--- src/verilog/trdb_pkg.sv ---
// ~~~~~~~~~~~~~~~~~~~~~~~~~~~~~~~~~~~~~~~~~~~~~~~~~~~~~~~~~~~~
// address width, width types and packet encodings
// shared by the trace packet-selection stage
// ~~~~~~~~~~~~~~~~~~~~~~~~~~~~~~~~~~~~~~~~~~~~~~~~~~~~~~~~~~~~

package trdb_pkg;

    // traced instruction address width
    localparam int XLEN = 32;
    // bits needed for a leading run count
    localparam int LZ_W = $clog2(XLEN);

    // full instruction address
    typedef logic [XLEN-1:0] addr_t;
    // leading identical bits
    typedef logic [LZ_W-1:0] lz_cnt_t;
    // kept low bits, one extra bit so XLEN fits
    typedef logic [LZ_W:0] keep_bits_t;

    // packet format field
    typedef enum logic [1:0] {
        F_OPT_EXT    = 2'h0,
        F_DIFF_DELTA = 2'h1,
        F_ADDR_ONLY  = 2'h2,
        F_SYNC       = 2'h3
    } trdb_format_e;

    // subformat of sync packets
    typedef enum logic [1:0] {
        SF_START   = 2'h0,
        SF_TRAP    = 2'h1,
        // context reports not supported here
        SF_CONTEXT = 2'h2,
        SF_SUPPORT = 2'h3
    } trdb_f_sync_subformat_e;

    // qualification status carried by support packets
    typedef enum logic [1:0] {
        NO_CHANGE  = 2'h0,
        ENDED_REP  = 2'h1,
        // legal encoding, nothing drives it
        TRACE_LOST = 2'h2,
        ENDED_NTR  = 2'h3
    } qual_status_e;

endpackage
--- src/verilog/trdb_priority.sv ---
// ~~~~~~~~~~~~~~~~~~~~~~~~~~~~~~~~~~~~~~~~~~~~~~~~~~~~~~~~~~~~
// top of the packet-selection stage
// format selector plus address compressor
// ~~~~~~~~~~~~~~~~~~~~~~~~~~~~~~~~~~~~~~~~~~~~~~~~~~~~~~~~~~~~

module trdb_priority import trdb_pkg::*; (
    input  logic                   clk_i,
    input  logic                   rst_ni,
    input  logic                   valid_i,
    // last cycle conditions
    input  logic                   lc_exception_i,
    input  logic                   lc_updiscon_i,
    input  logic                   lc_final_qualified_i,
    // this cycle conditions
    input  logic                   tc_qualified_i,
    input  logic                   tc_exception_i,
    input  logic                   tc_retired_i,
    input  logic                   tc_first_qualified_i,
    input  logic                   tc_privchange_i,
    input  logic                   tc_gt_max_resync_i,
    input  logic                   tc_et_max_resync_i,
    input  logic                   tc_branch_map_empty_i,
    input  logic                   tc_branch_map_full_i,
    input  logic                   tc_enc_enabled_i,
    input  logic                   tc_enc_disabled_i,
    input  logic                   tc_opmode_change_i,
    // next cycle conditions
    input  logic                   nc_exception_i,
    input  logic                   nc_privchange_i,
    input  logic                   nc_branch_map_empty_i,
    input  logic                   nc_qualified_i,
    input  logic                   nc_retired_i,
    // address whose low bits get emitted
    input  addr_t                  addr_to_compress_i,
    // packet emitter side
    output logic                   valid_o,
    output trdb_format_e           packet_format_o,
    output trdb_f_sync_subformat_e packet_f_sync_subformat_o,
    output logic                   thaddr_o,
    output logic                   lc_tc_mux_o,
    output logic                   resync_timer_rst_o,
    output qual_status_e           qual_status_o,
    output keep_bits_t             keep_bits_o
);

    // format decision and history
    trdb_packet_select i_packet_select (
        .clk_i                     (clk_i),
        .rst_ni                    (rst_ni),
        .valid_i                   (valid_i),
        .lc_exception_i            (lc_exception_i),
        .lc_updiscon_i             (lc_updiscon_i),
        .lc_final_qualified_i      (lc_final_qualified_i),
        .tc_qualified_i            (tc_qualified_i),
        .tc_exception_i            (tc_exception_i),
        .tc_retired_i              (tc_retired_i),
        .tc_first_qualified_i      (tc_first_qualified_i),
        .tc_privchange_i           (tc_privchange_i),
        .tc_gt_max_resync_i        (tc_gt_max_resync_i),
        .tc_et_max_resync_i        (tc_et_max_resync_i),
        .tc_branch_map_empty_i     (tc_branch_map_empty_i),
        .tc_branch_map_full_i      (tc_branch_map_full_i),
        .tc_enc_enabled_i          (tc_enc_enabled_i),
        .tc_enc_disabled_i         (tc_enc_disabled_i),
        .tc_opmode_change_i        (tc_opmode_change_i),
        .nc_exception_i            (nc_exception_i),
        .nc_privchange_i           (nc_privchange_i),
        .nc_branch_map_empty_i     (nc_branch_map_empty_i),
        .nc_qualified_i            (nc_qualified_i),
        .nc_retired_i              (nc_retired_i),
        .valid_o                   (valid_o),
        .packet_format_o           (packet_format_o),
        .packet_f_sync_subformat_o (packet_f_sync_subformat_o),
        .thaddr_o                  (thaddr_o),
        .lc_tc_mux_o               (lc_tc_mux_o),
        .resync_timer_rst_o        (resync_timer_rst_o),
        .qual_status_o             (qual_status_o)
    );

    // kept address bits, independent of the packet choice
    trdb_addr_compress i_addr_compress (
        .addr_i      (addr_to_compress_i),
        .keep_bits_o (keep_bits_o)
    );

endmodule

--- src/verilog/trdb_packet_select.sv ---
// ~~~~~~~~~~~~~~~~~~~~~~~~~~~~~~~~~~~~~~~~~~~~~~~~~~~~~~~~~~~~
// packet format selection flowchart
// reported and ended-history registers
// ~~~~~~~~~~~~~~~~~~~~~~~~~~~~~~~~~~~~~~~~~~~~~~~~~~~~~~~~~~~~

module trdb_packet_select import trdb_pkg::*; (
    input  logic                   clk_i,
    input  logic                   rst_ni,
    input  logic                   valid_i,
    // last cycle
    input  logic                   lc_exception_i,
    input  logic                   lc_updiscon_i,
    input  logic                   lc_final_qualified_i,
    // this cycle
    input  logic                   tc_qualified_i,
    input  logic                   tc_exception_i,
    input  logic                   tc_retired_i,
    input  logic                   tc_first_qualified_i,
    input  logic                   tc_privchange_i,
    input  logic                   tc_gt_max_resync_i,
    input  logic                   tc_et_max_resync_i,
    input  logic                   tc_branch_map_empty_i,
    input  logic                   tc_branch_map_full_i,
    input  logic                   tc_enc_enabled_i,
    input  logic                   tc_enc_disabled_i,
    input  logic                   tc_opmode_change_i,
    // next cycle
    input  logic                   nc_exception_i,
    input  logic                   nc_privchange_i,
    input  logic                   nc_branch_map_empty_i,
    input  logic                   nc_qualified_i,
    input  logic                   nc_retired_i,
    // toward the packet emitter
    output logic                   valid_o,
    output trdb_format_e           packet_format_o,
    output trdb_f_sync_subformat_e packet_f_sync_subformat_o,
    output logic                   thaddr_o,
    output logic                   lc_tc_mux_o,
    output logic                   resync_timer_rst_o,
    output qual_status_e           qual_status_o
);

    // exception with no retirement this cycle
    logic tc_exc_only;
    // exception with retirement
    logic tc_er_n;
    // resync timer about to expire with branches pending
    logic tc_resync_br;
    // branch map needs reporting
    logic tc_rpt_br;
    logic nc_exc_only;
    // privilege change next cycle with branches pending
    logic nc_ppccd_br;
    // format 3 subformat 3 request
    logic support_trig;
    // diff-delta unless the branch map is empty
    trdb_format_e branch_fmt;

    // history registers
    logic reported_q;
    logic reported_d;
    logic reported_upd;
    logic ended_ntr_q;
    logic ended_ntr_d;
    logic ended_rep_q;
    logic ended_rep_d;

    assign tc_exc_only  = tc_exception_i && !tc_retired_i;
    assign tc_er_n      = tc_exception_i && tc_retired_i;
    assign tc_resync_br = tc_et_max_resync_i && !tc_branch_map_empty_i;
    assign tc_rpt_br    = tc_branch_map_full_i;
    assign nc_exc_only  = nc_exception_i && !nc_retired_i;
    assign nc_ppccd_br  = nc_privchange_i && !nc_branch_map_empty_i;
    assign support_trig = tc_enc_enabled_i || tc_enc_disabled_i || tc_opmode_change_i
                          || lc_final_qualified_i;
    assign branch_fmt   = tc_branch_map_empty_i ? F_ADDR_ONLY : F_DIFF_DELTA;

    // decision walk in priority order
    always_comb begin
        valid_o                   = 1'b0;
        packet_format_o           = F_OPT_EXT;
        packet_f_sync_subformat_o = SF_START;
        thaddr_o                  = 1'b0;
        lc_tc_mux_o               = 1'b0;
        resync_timer_rst_o        = 1'b0;
        qual_status_o             = NO_CHANGE;
        reported_d                = 1'b0;
        ended_ntr_d               = 1'b0;
        ended_rep_d               = 1'b0;

        if (valid_i) begin
            if (support_trig) begin
                // support packet wins over everything qualified
                valid_o                   = 1'b1;
                packet_format_o           = F_SYNC;
                packet_f_sync_subformat_o = SF_SUPPORT;
                // updiscon ending takes precedence
                if (ended_ntr_q) begin
                    qual_status_o = ENDED_NTR;
                end else if (ended_rep_q) begin
                    qual_status_o = ENDED_REP;
                end
            end else if (tc_qualified_i) begin
                if (lc_exception_i) begin
                    valid_o            = 1'b1;
                    packet_format_o    = F_SYNC;
                    resync_timer_rst_o = 1'b1;
                    if (tc_exc_only) begin
                        // trap without address, cause from last cycle
                        packet_f_sync_subformat_o = SF_TRAP;
                        reported_d                = 1'b1;
                    end else if (reported_q) begin
                        // trap already reported, restart instead
                        packet_f_sync_subformat_o = SF_START;
                    end else begin
                        packet_f_sync_subformat_o = SF_TRAP;
                        thaddr_o                  = 1'b1;
                    end
                end else if (tc_first_qualified_i || tc_privchange_i || tc_gt_max_resync_i) begin
                    valid_o                   = 1'b1;
                    packet_format_o           = F_SYNC;
                    packet_f_sync_subformat_o = SF_START;
                    resync_timer_rst_o        = 1'b1;
                end else if (lc_updiscon_i) begin
                    // packet closes on an uninferable discontinuity
                    valid_o     = 1'b1;
                    ended_ntr_d = 1'b1;
                    if (tc_exc_only) begin
                        // cause and tval from this cycle
                        packet_format_o           = F_SYNC;
                        packet_f_sync_subformat_o = SF_TRAP;
                        resync_timer_rst_o        = 1'b1;
                        lc_tc_mux_o               = 1'b1;
                    end else begin
                        packet_format_o = branch_fmt;
                    end
                end else if (tc_resync_br || tc_er_n) begin
                    valid_o         = 1'b1;
                    packet_format_o = branch_fmt;
                end else if (nc_exc_only || nc_ppccd_br || !nc_qualified_i) begin
                    valid_o         = 1'b1;
                    packet_format_o = branch_fmt;
                    // last qualified instruction before tracing stops
                    ended_rep_d     = !nc_qualified_i;
                end else if (tc_rpt_br) begin
                    valid_o         = 1'b1;
                    packet_format_o = F_DIFF_DELTA;
                end
            end
        end
    end

    // reported only follows traps without address and starts outside exc_only
    assign reported_upd = (packet_format_o == F_SYNC)
                          && (((packet_f_sync_subformat_o == SF_TRAP) && !thaddr_o)
                          || ((packet_f_sync_subformat_o == SF_START) && !tc_exc_only));

    always_ff @(posedge clk_i or negedge rst_ni) begin
        if (!rst_ni) begin
            reported_q  <= 1'b0;
            ended_ntr_q <= 1'b0;
            ended_rep_q <= 1'b0;
        end else begin
            if (reported_upd) begin
                reported_q <= reported_d;
            end
            // ended flags reload every cycle
            ended_ntr_q <= ended_ntr_d;
            ended_rep_q <= ended_rep_d;
        end
    end

endmodule

--- src/verilog/trdb_addr_compress.sv ---
// ~~~~~~~~~~~~~~~~~~~~~~~~~~~~~~~~~~~~~~~~~~~~~~~~~~~~~~~~~~~~
// address compression, number of low bits to keep
// ~~~~~~~~~~~~~~~~~~~~~~~~~~~~~~~~~~~~~~~~~~~~~~~~~~~~~~~~~~~~

module trdb_addr_compress import trdb_pkg::*; (
    input  addr_t      addr_i,
    output keep_bits_t keep_bits_o
);

    // leading zeros and leading ones of the address
    lz_cnt_t lead_zeros;
    lz_cnt_t lead_ones;
    lz_cnt_t lead_run;
    logic    all_zeros;
    logic    all_ones;

    // zeros counted directly
    trdb_lzc #(
        .WIDTH (XLEN)
    ) i_lzc_zeros (
        .in_i    (addr_i),
        .cnt_o   (lead_zeros),
        .empty_o (all_zeros)
    );

    // ones counted as zeros of the inverse
    trdb_lzc #(
        .WIDTH (XLEN)
    ) i_lzc_ones (
        .in_i    (~addr_i),
        .cnt_o   (lead_ones),
        .empty_o (all_ones)
    );

    // longer run gives the better compression
    assign lead_run = (lead_zeros > lead_ones) ? lead_zeros : lead_ones;

    // one sign bit survives so the emitter side can sign extend back
    // all-equal address collapses to its single sign bit
    assign keep_bits_o = (all_zeros || all_ones) ? keep_bits_t'(1)
                                                 : keep_bits_t'(XLEN - int'(lead_run) + 1);

endmodule

--- src/verilog/trdb_lzc.sv ---
// ~~~~~~~~~~~~~~~~~~~~~~~~~~~~~~~~~~~~~~~~~~~~~~~~~~~~~~~~~~~~
// leading-zero counter with all-zero flag
// ~~~~~~~~~~~~~~~~~~~~~~~~~~~~~~~~~~~~~~~~~~~~~~~~~~~~~~~~~~~~

module trdb_lzc #(
    parameter int WIDTH = 32
) (
    input  logic [WIDTH-1:0]         in_i,
    // zeros above the highest set bit
    output logic [$clog2(WIDTH)-1:0] cnt_o,
    // input is all zeros, cnt_o then meaningless
    output logic                     empty_o
);

    // set once the first one from the top is seen
    logic found;

    // priority search starting at the msb
    always_comb begin
        cnt_o = '0;
        found = 1'b0;
        for (int i = WIDTH - 1; i >= 0; i--) begin
            // only the highest set bit counts
            if (!found && in_i[i]) begin
                cnt_o = ($clog2(WIDTH))'(WIDTH - 1 - i);
                found = 1'b1;
            end
        end
    end

    // no bit set anywhere
    assign empty_o = ~found;

endmodule

--- config.mk ---
export PLATFORM = sky130hd
export DESIGN_NAME = trdb_priority
export DESIGN_NICKNAME = d
export VERILOG_FILES = /design/src/verilog/trdb_pkg.sv /design/src/verilog/trdb_priority.sv /design/src/verilog/trdb_packet_select.sv /design/src/verilog/trdb_addr_compress.sv /design/src/verilog/trdb_lzc.sv
export SDC_FILE = /design/constraint.sdc
export NUM_CORES = 1
export LEC_CHECK = 0
export ABC_CLOCK_PERIOD_IN_PS = 4670
export BUFFER_PORTS_ARGS = -buffer_cell sky130_fd_sc_hd__buf_2
export CORE_ASPECT_RATIO = 0.6
export CORE_MARGIN = 2
export CORE_UTILIZATION = 45
export CTS_BUF_LIST = sky130_fd_sc_hd__clkbuf_4 sky130_fd_sc_hd__clkbuf_8
export CTS_CLUSTER_SIZE = 24
export DETAILED_ROUTE_END_ITERATION = 8
export PLACE_DENSITY_LB_ADDON = 0.2
export SLEW_MARGIN = 20
export SYNTH_ARGS = -nofsm -noshare
export SYNTH_HDL_FRONTEND = slang
export SYNTH_HIERARCHICAL = 1
export SYNTH_SLANG_ARGS = --single-unit
--- constraint.sdc ---
create_clock -name clk_i -period 4.67 [get_ports clk_i]
set_clock_uncertainty 0.15 [all_clocks]
set_input_delay 0.934 -clock clk_i [delete_from_list [all_inputs] [get_ports clk_i]]
set_output_delay 0.934 -clock clk_i [all_outputs]
set_load 0.005 [all_outputs]
==> flow_summary.json <==
{
  "insertion_delay_ns": 0.22,
  "grt-busiest-layer": "met2",
  "drive_above_1_share_pct": 51.51,
  "place_congestion": 0.9645,
  "htreeDepth": 1,
  "synthesis.instances": 270,
  "worstSetupEndpointType": "primary output",
  "grt_pass1_vias": 2445,
  "grt_use_met2_pct": 56.05,
  "cts-buffers-inserted": 3,
  "fin_util_pct": 85.12,
  "wl_per_cell_um": 16.95,
  "synth-seq-cells": 3,
  "rows": 17,
  "ctsLongestPathBuffers": 2,
  "drc": 0,
  "synth_edf_count": 0,
  "pin_count": 71,
  "intPower_mw": 0.2278,
  "n_antenna_cell": 0,
  "antenna_found_initial": 0,
  "stdcell_count": 478,
  "use_met3_pct": 9.011,
  "status": "finished, violations left",
  "rsz0062_at_grt": "yes",
  "power.switching_mw": 0.1525,
  "critPathKind": "in2out",
  "yosysTopAreaCellShare_pct": 14.34,
  "power_frac_comb_pct": 70.1,
  "r2r_end": "i_packet_select/reported_q",
  "die_x_um": 82.77,
  "synth_area_um2": 1675,
  "crit_path_end": "keep_bits_o[5]",
  "cts_tree": "done",
  "min_period_over_period_pct": 115.5,
  "core_um2": 3616,
  "worstPathRequired_ns": 3.59,
  "vias_per_cell": 5.983,
  "synth_nets": 331,
  "detail-route-antenna-nets": 0,
  "dr.pass1.iters": 5,
  "async_flop_share_pct": 100.0,
  "cap_viol_max_count": 0,
  "peakVddDrop_v": 0.0001161,
  "tightest_slew_ns": 0.4934,
  "timing.rr.start": "i_packet_select/reported_q",
  "crit_fanout": 4,
  "drt-initial-drc-count": 218,
  "synth_top_area_cell": "inv_1",
  "swShare_pct": 40.10,
  "synthFlopType": "dfrtp_1",
  "area_growth_pct": 83.72,
  "syn_avg_cell_area_um2": 6.205,
  "p_leak_nw": 1.603,
  "clk_pin_slew_ns": 0.04,
  "grt_max_degree": 9,
  "dp.final_hpwl_um": 5438,
  "clock_sinks": 3,
  "start_util_pct": 46.33,
  "die_h_um": 51.27,
  "min_path_type": "in2async",
  "violations": "negative setup slack",
  "setup_ws_ns": -0.7246,
  "port_buffers": 70,
  "n_fill_cell": 228,
  "period_needed_ns": 5.395,
  "finalHoldViolations": 0,
  "power_mw": 0.3802,
  "rrSetupSlack_ns": 3.87,
  "ys_top_cells_by_area": "inv_1 14%, nor2_1 8.3%, a21oi_1 5.7%",
  "yosys-top-cells-count": "64 x inv_1, 37 x nor2_1, 19 x a21oi_1, 18 x nand2_1",
  "yosysMostFrequentCell": "inv_1",
  "crit_start": "addr_to_compress_i[20]",
  "synth_cell_types": 52,
  "vias": 2860,
  "cp.arrival_ns": 4.31,
  "finalSetupViolations": 6,
  "fmax_mhz": 185.4,
  "critPathLaunchType": "primary input",
  "hold-worst-slack_ns": 0.3558,
  "ys_seq_area_share_pct": 4.481,
  "met1_usage_pct": 46.08,
  "finalSetupTns_ns": -3.318,
  "r2r_cells": 2,
  "cts_root_buffer": "clkbuf_8",
  "routed_wl_um": 8100,
  "overflow": 0,
  "maxSlewViolCount": 0,
  "yosysWarnings": 6,
  "dp.cells": 461,
  "seqPwrFrac_pct": 7.7,
  "grt_pass1_wl_um": 11260,
  "track_usage_pct": 35.02,
  "nets": 493,
  "powerDensity_nw_per_um2": 123.5,
  "die_area_um2": 4243,
  "clkPwrFrac_pct": 22.2,
  "max-slew-margin-rel_pct": 66.80
}
state kept, by name (all words and copies together) (netlist names):
| name | count |
|---|---|
| i_packet_select/ended_ntr_q | 1 |
| i_packet_select/ended_rep_q | 1 |
| i_packet_select/reported_q | 1 |
per-stage QoR:
stage,setup slack [ns],area (um2)
2_1_floorplan,-0.2179,1724
3_3_place_gp,-0.4558,2689
3_5_place_dp,-0.6030,2689
4_1_cts,-0.4959,2984
5_1_grt,-0.8043,3078
6_report,-0.7246,3078
power by group through the flow:
stage / Sequential [mW] / Clock [mW] / Combinational (mW)
4_1_cts: 0.0292 / 0.0860 / 0.241
5_1_grt: 0.0297 / 0.0885 / 0.282
2_1_floorplan: 0.0293 / 0 / 0.101
3_3_place_gp: 0.0294 / 0 / 0.204
3_5_place_dp: 0.0294 / 0 / 0.210
6_report: 0.0291 / 0.0846 / 0.267
timing repair:
action | in CTS | in global routing
pin swaps | 21 | 9
resized for setup | 40 | 10
hold buffers | 0 | 0
setup endpoints to repair | 6 | 6
setup buffers | 11 | 4
critical path: stages:
cell and delay, ns:
buf_8 0.10, buf_12 0.11, nor4_4 0.33, nand3_2 0.15, or4_4 0.56, or3_1 0.37, nand3_2 0.10, inv_2 0.05
ha_4 0.25, and4_4 0.23, nand2_4 0.07, o21ai_4 0.10, mux2i_2 0.29, ha_2 0.24, nand2_2 0.07, nor4b_4 0.21
buf_2 0.15
area by class of cell:
type / instances / area (um2) / area share [%]
inverter: 64 / 247.7 / 8.049
multi-input combinational: 203 / 1583 / 51.42
timing repair buffer: 157 / 1065 / 34.59
sequential: 3 / 75.07 / 2.439
tap: 47 / 58.81 / 1.911
clock buffer: 4 / 48.80 / 1.585
layer usage:
metal  share of wire, %  up-vias  routed length (um)
li1                   -     1286                   -
met1                 41     1286                3287
met2                 43      245                3515
met3                 13       43                1027
met4                3.3        0                 270
met5                  0        -                   0
cells in the final DEF (no fill, tap or decap), types with 3 or more instances in the layout:
| cell type | netlist | routed |
|---|---|---|
| or3_1 | 6 | 3 |
| inv_4 | 0 | 3 |
| nor2_1 | 37 | 35 |
| or3_4 | 0 | 3 |
| nand3_1 | 7 | 5 |
| ha_4 | 0 | 4 |
| nor3_1 | 11 | 10 |
| inv_2 | 0 | 4 |
| nor4_1 | 11 | 11 |
| buf_6 | 0 | 7 |
| buf_4 | 0 | 84 |
| o31ai_1 | 4 | 4 |
| clkbuf_8 | 0 | 3 |
| nand2_1 | 18 | 16 |
| dfrtp_1 | 3 | 3 |
| buf_2 | 0 | 64 |
| inv_1 | 64 | 57 |
| nand3_2 | 2 | 3 |
| o211ai_1 | 4 | 4 |
| o21ai_0 | 10 | 10 |
| nor4_4 | 3 | 4 |
| nor2b_1 | 3 | 3 |
| a21oi_1 | 19 | 19 |
| or4_4 | 3 | 3 |
logic make-up (layout without fill, tap and decap cells):
group,Yosys count,in the layout,share of synthesized area (%)
multiplexers,5,5,3.062
AO/OA/AOI/OAI,70,70,30.77
flip-flops,3,3,4.481
buffers and inverters,64,225,14.34
adder cells (fa/ha/maj),6,6,4.481
AND/OR/NAND/NOR,122,122,42.87
worst min-delay path by stage:
stage / startpoint / to / slack, ns / depth (start not counted)
after detailed placement: i_packet_select/reported_q / i_packet_select/reported_q / 0.40 / 2
after global routing: rst_ni / i_packet_select/ended_ntr_q / 0.35 / 1
after CTS: rst_ni / i_packet_select/reported_q / 0.35 / 1
after global placement: i_packet_select/reported_q / i_packet_select/reported_q / 0.39 / 2
final: rst_ni / i_packet_select/reported_q / 0.36 / 1
after floorplan: i_packet_select/reported_q / i_packet_select/reported_q / 0.35 / 2
Note: power is estimated with default switching activity, not from simulation.
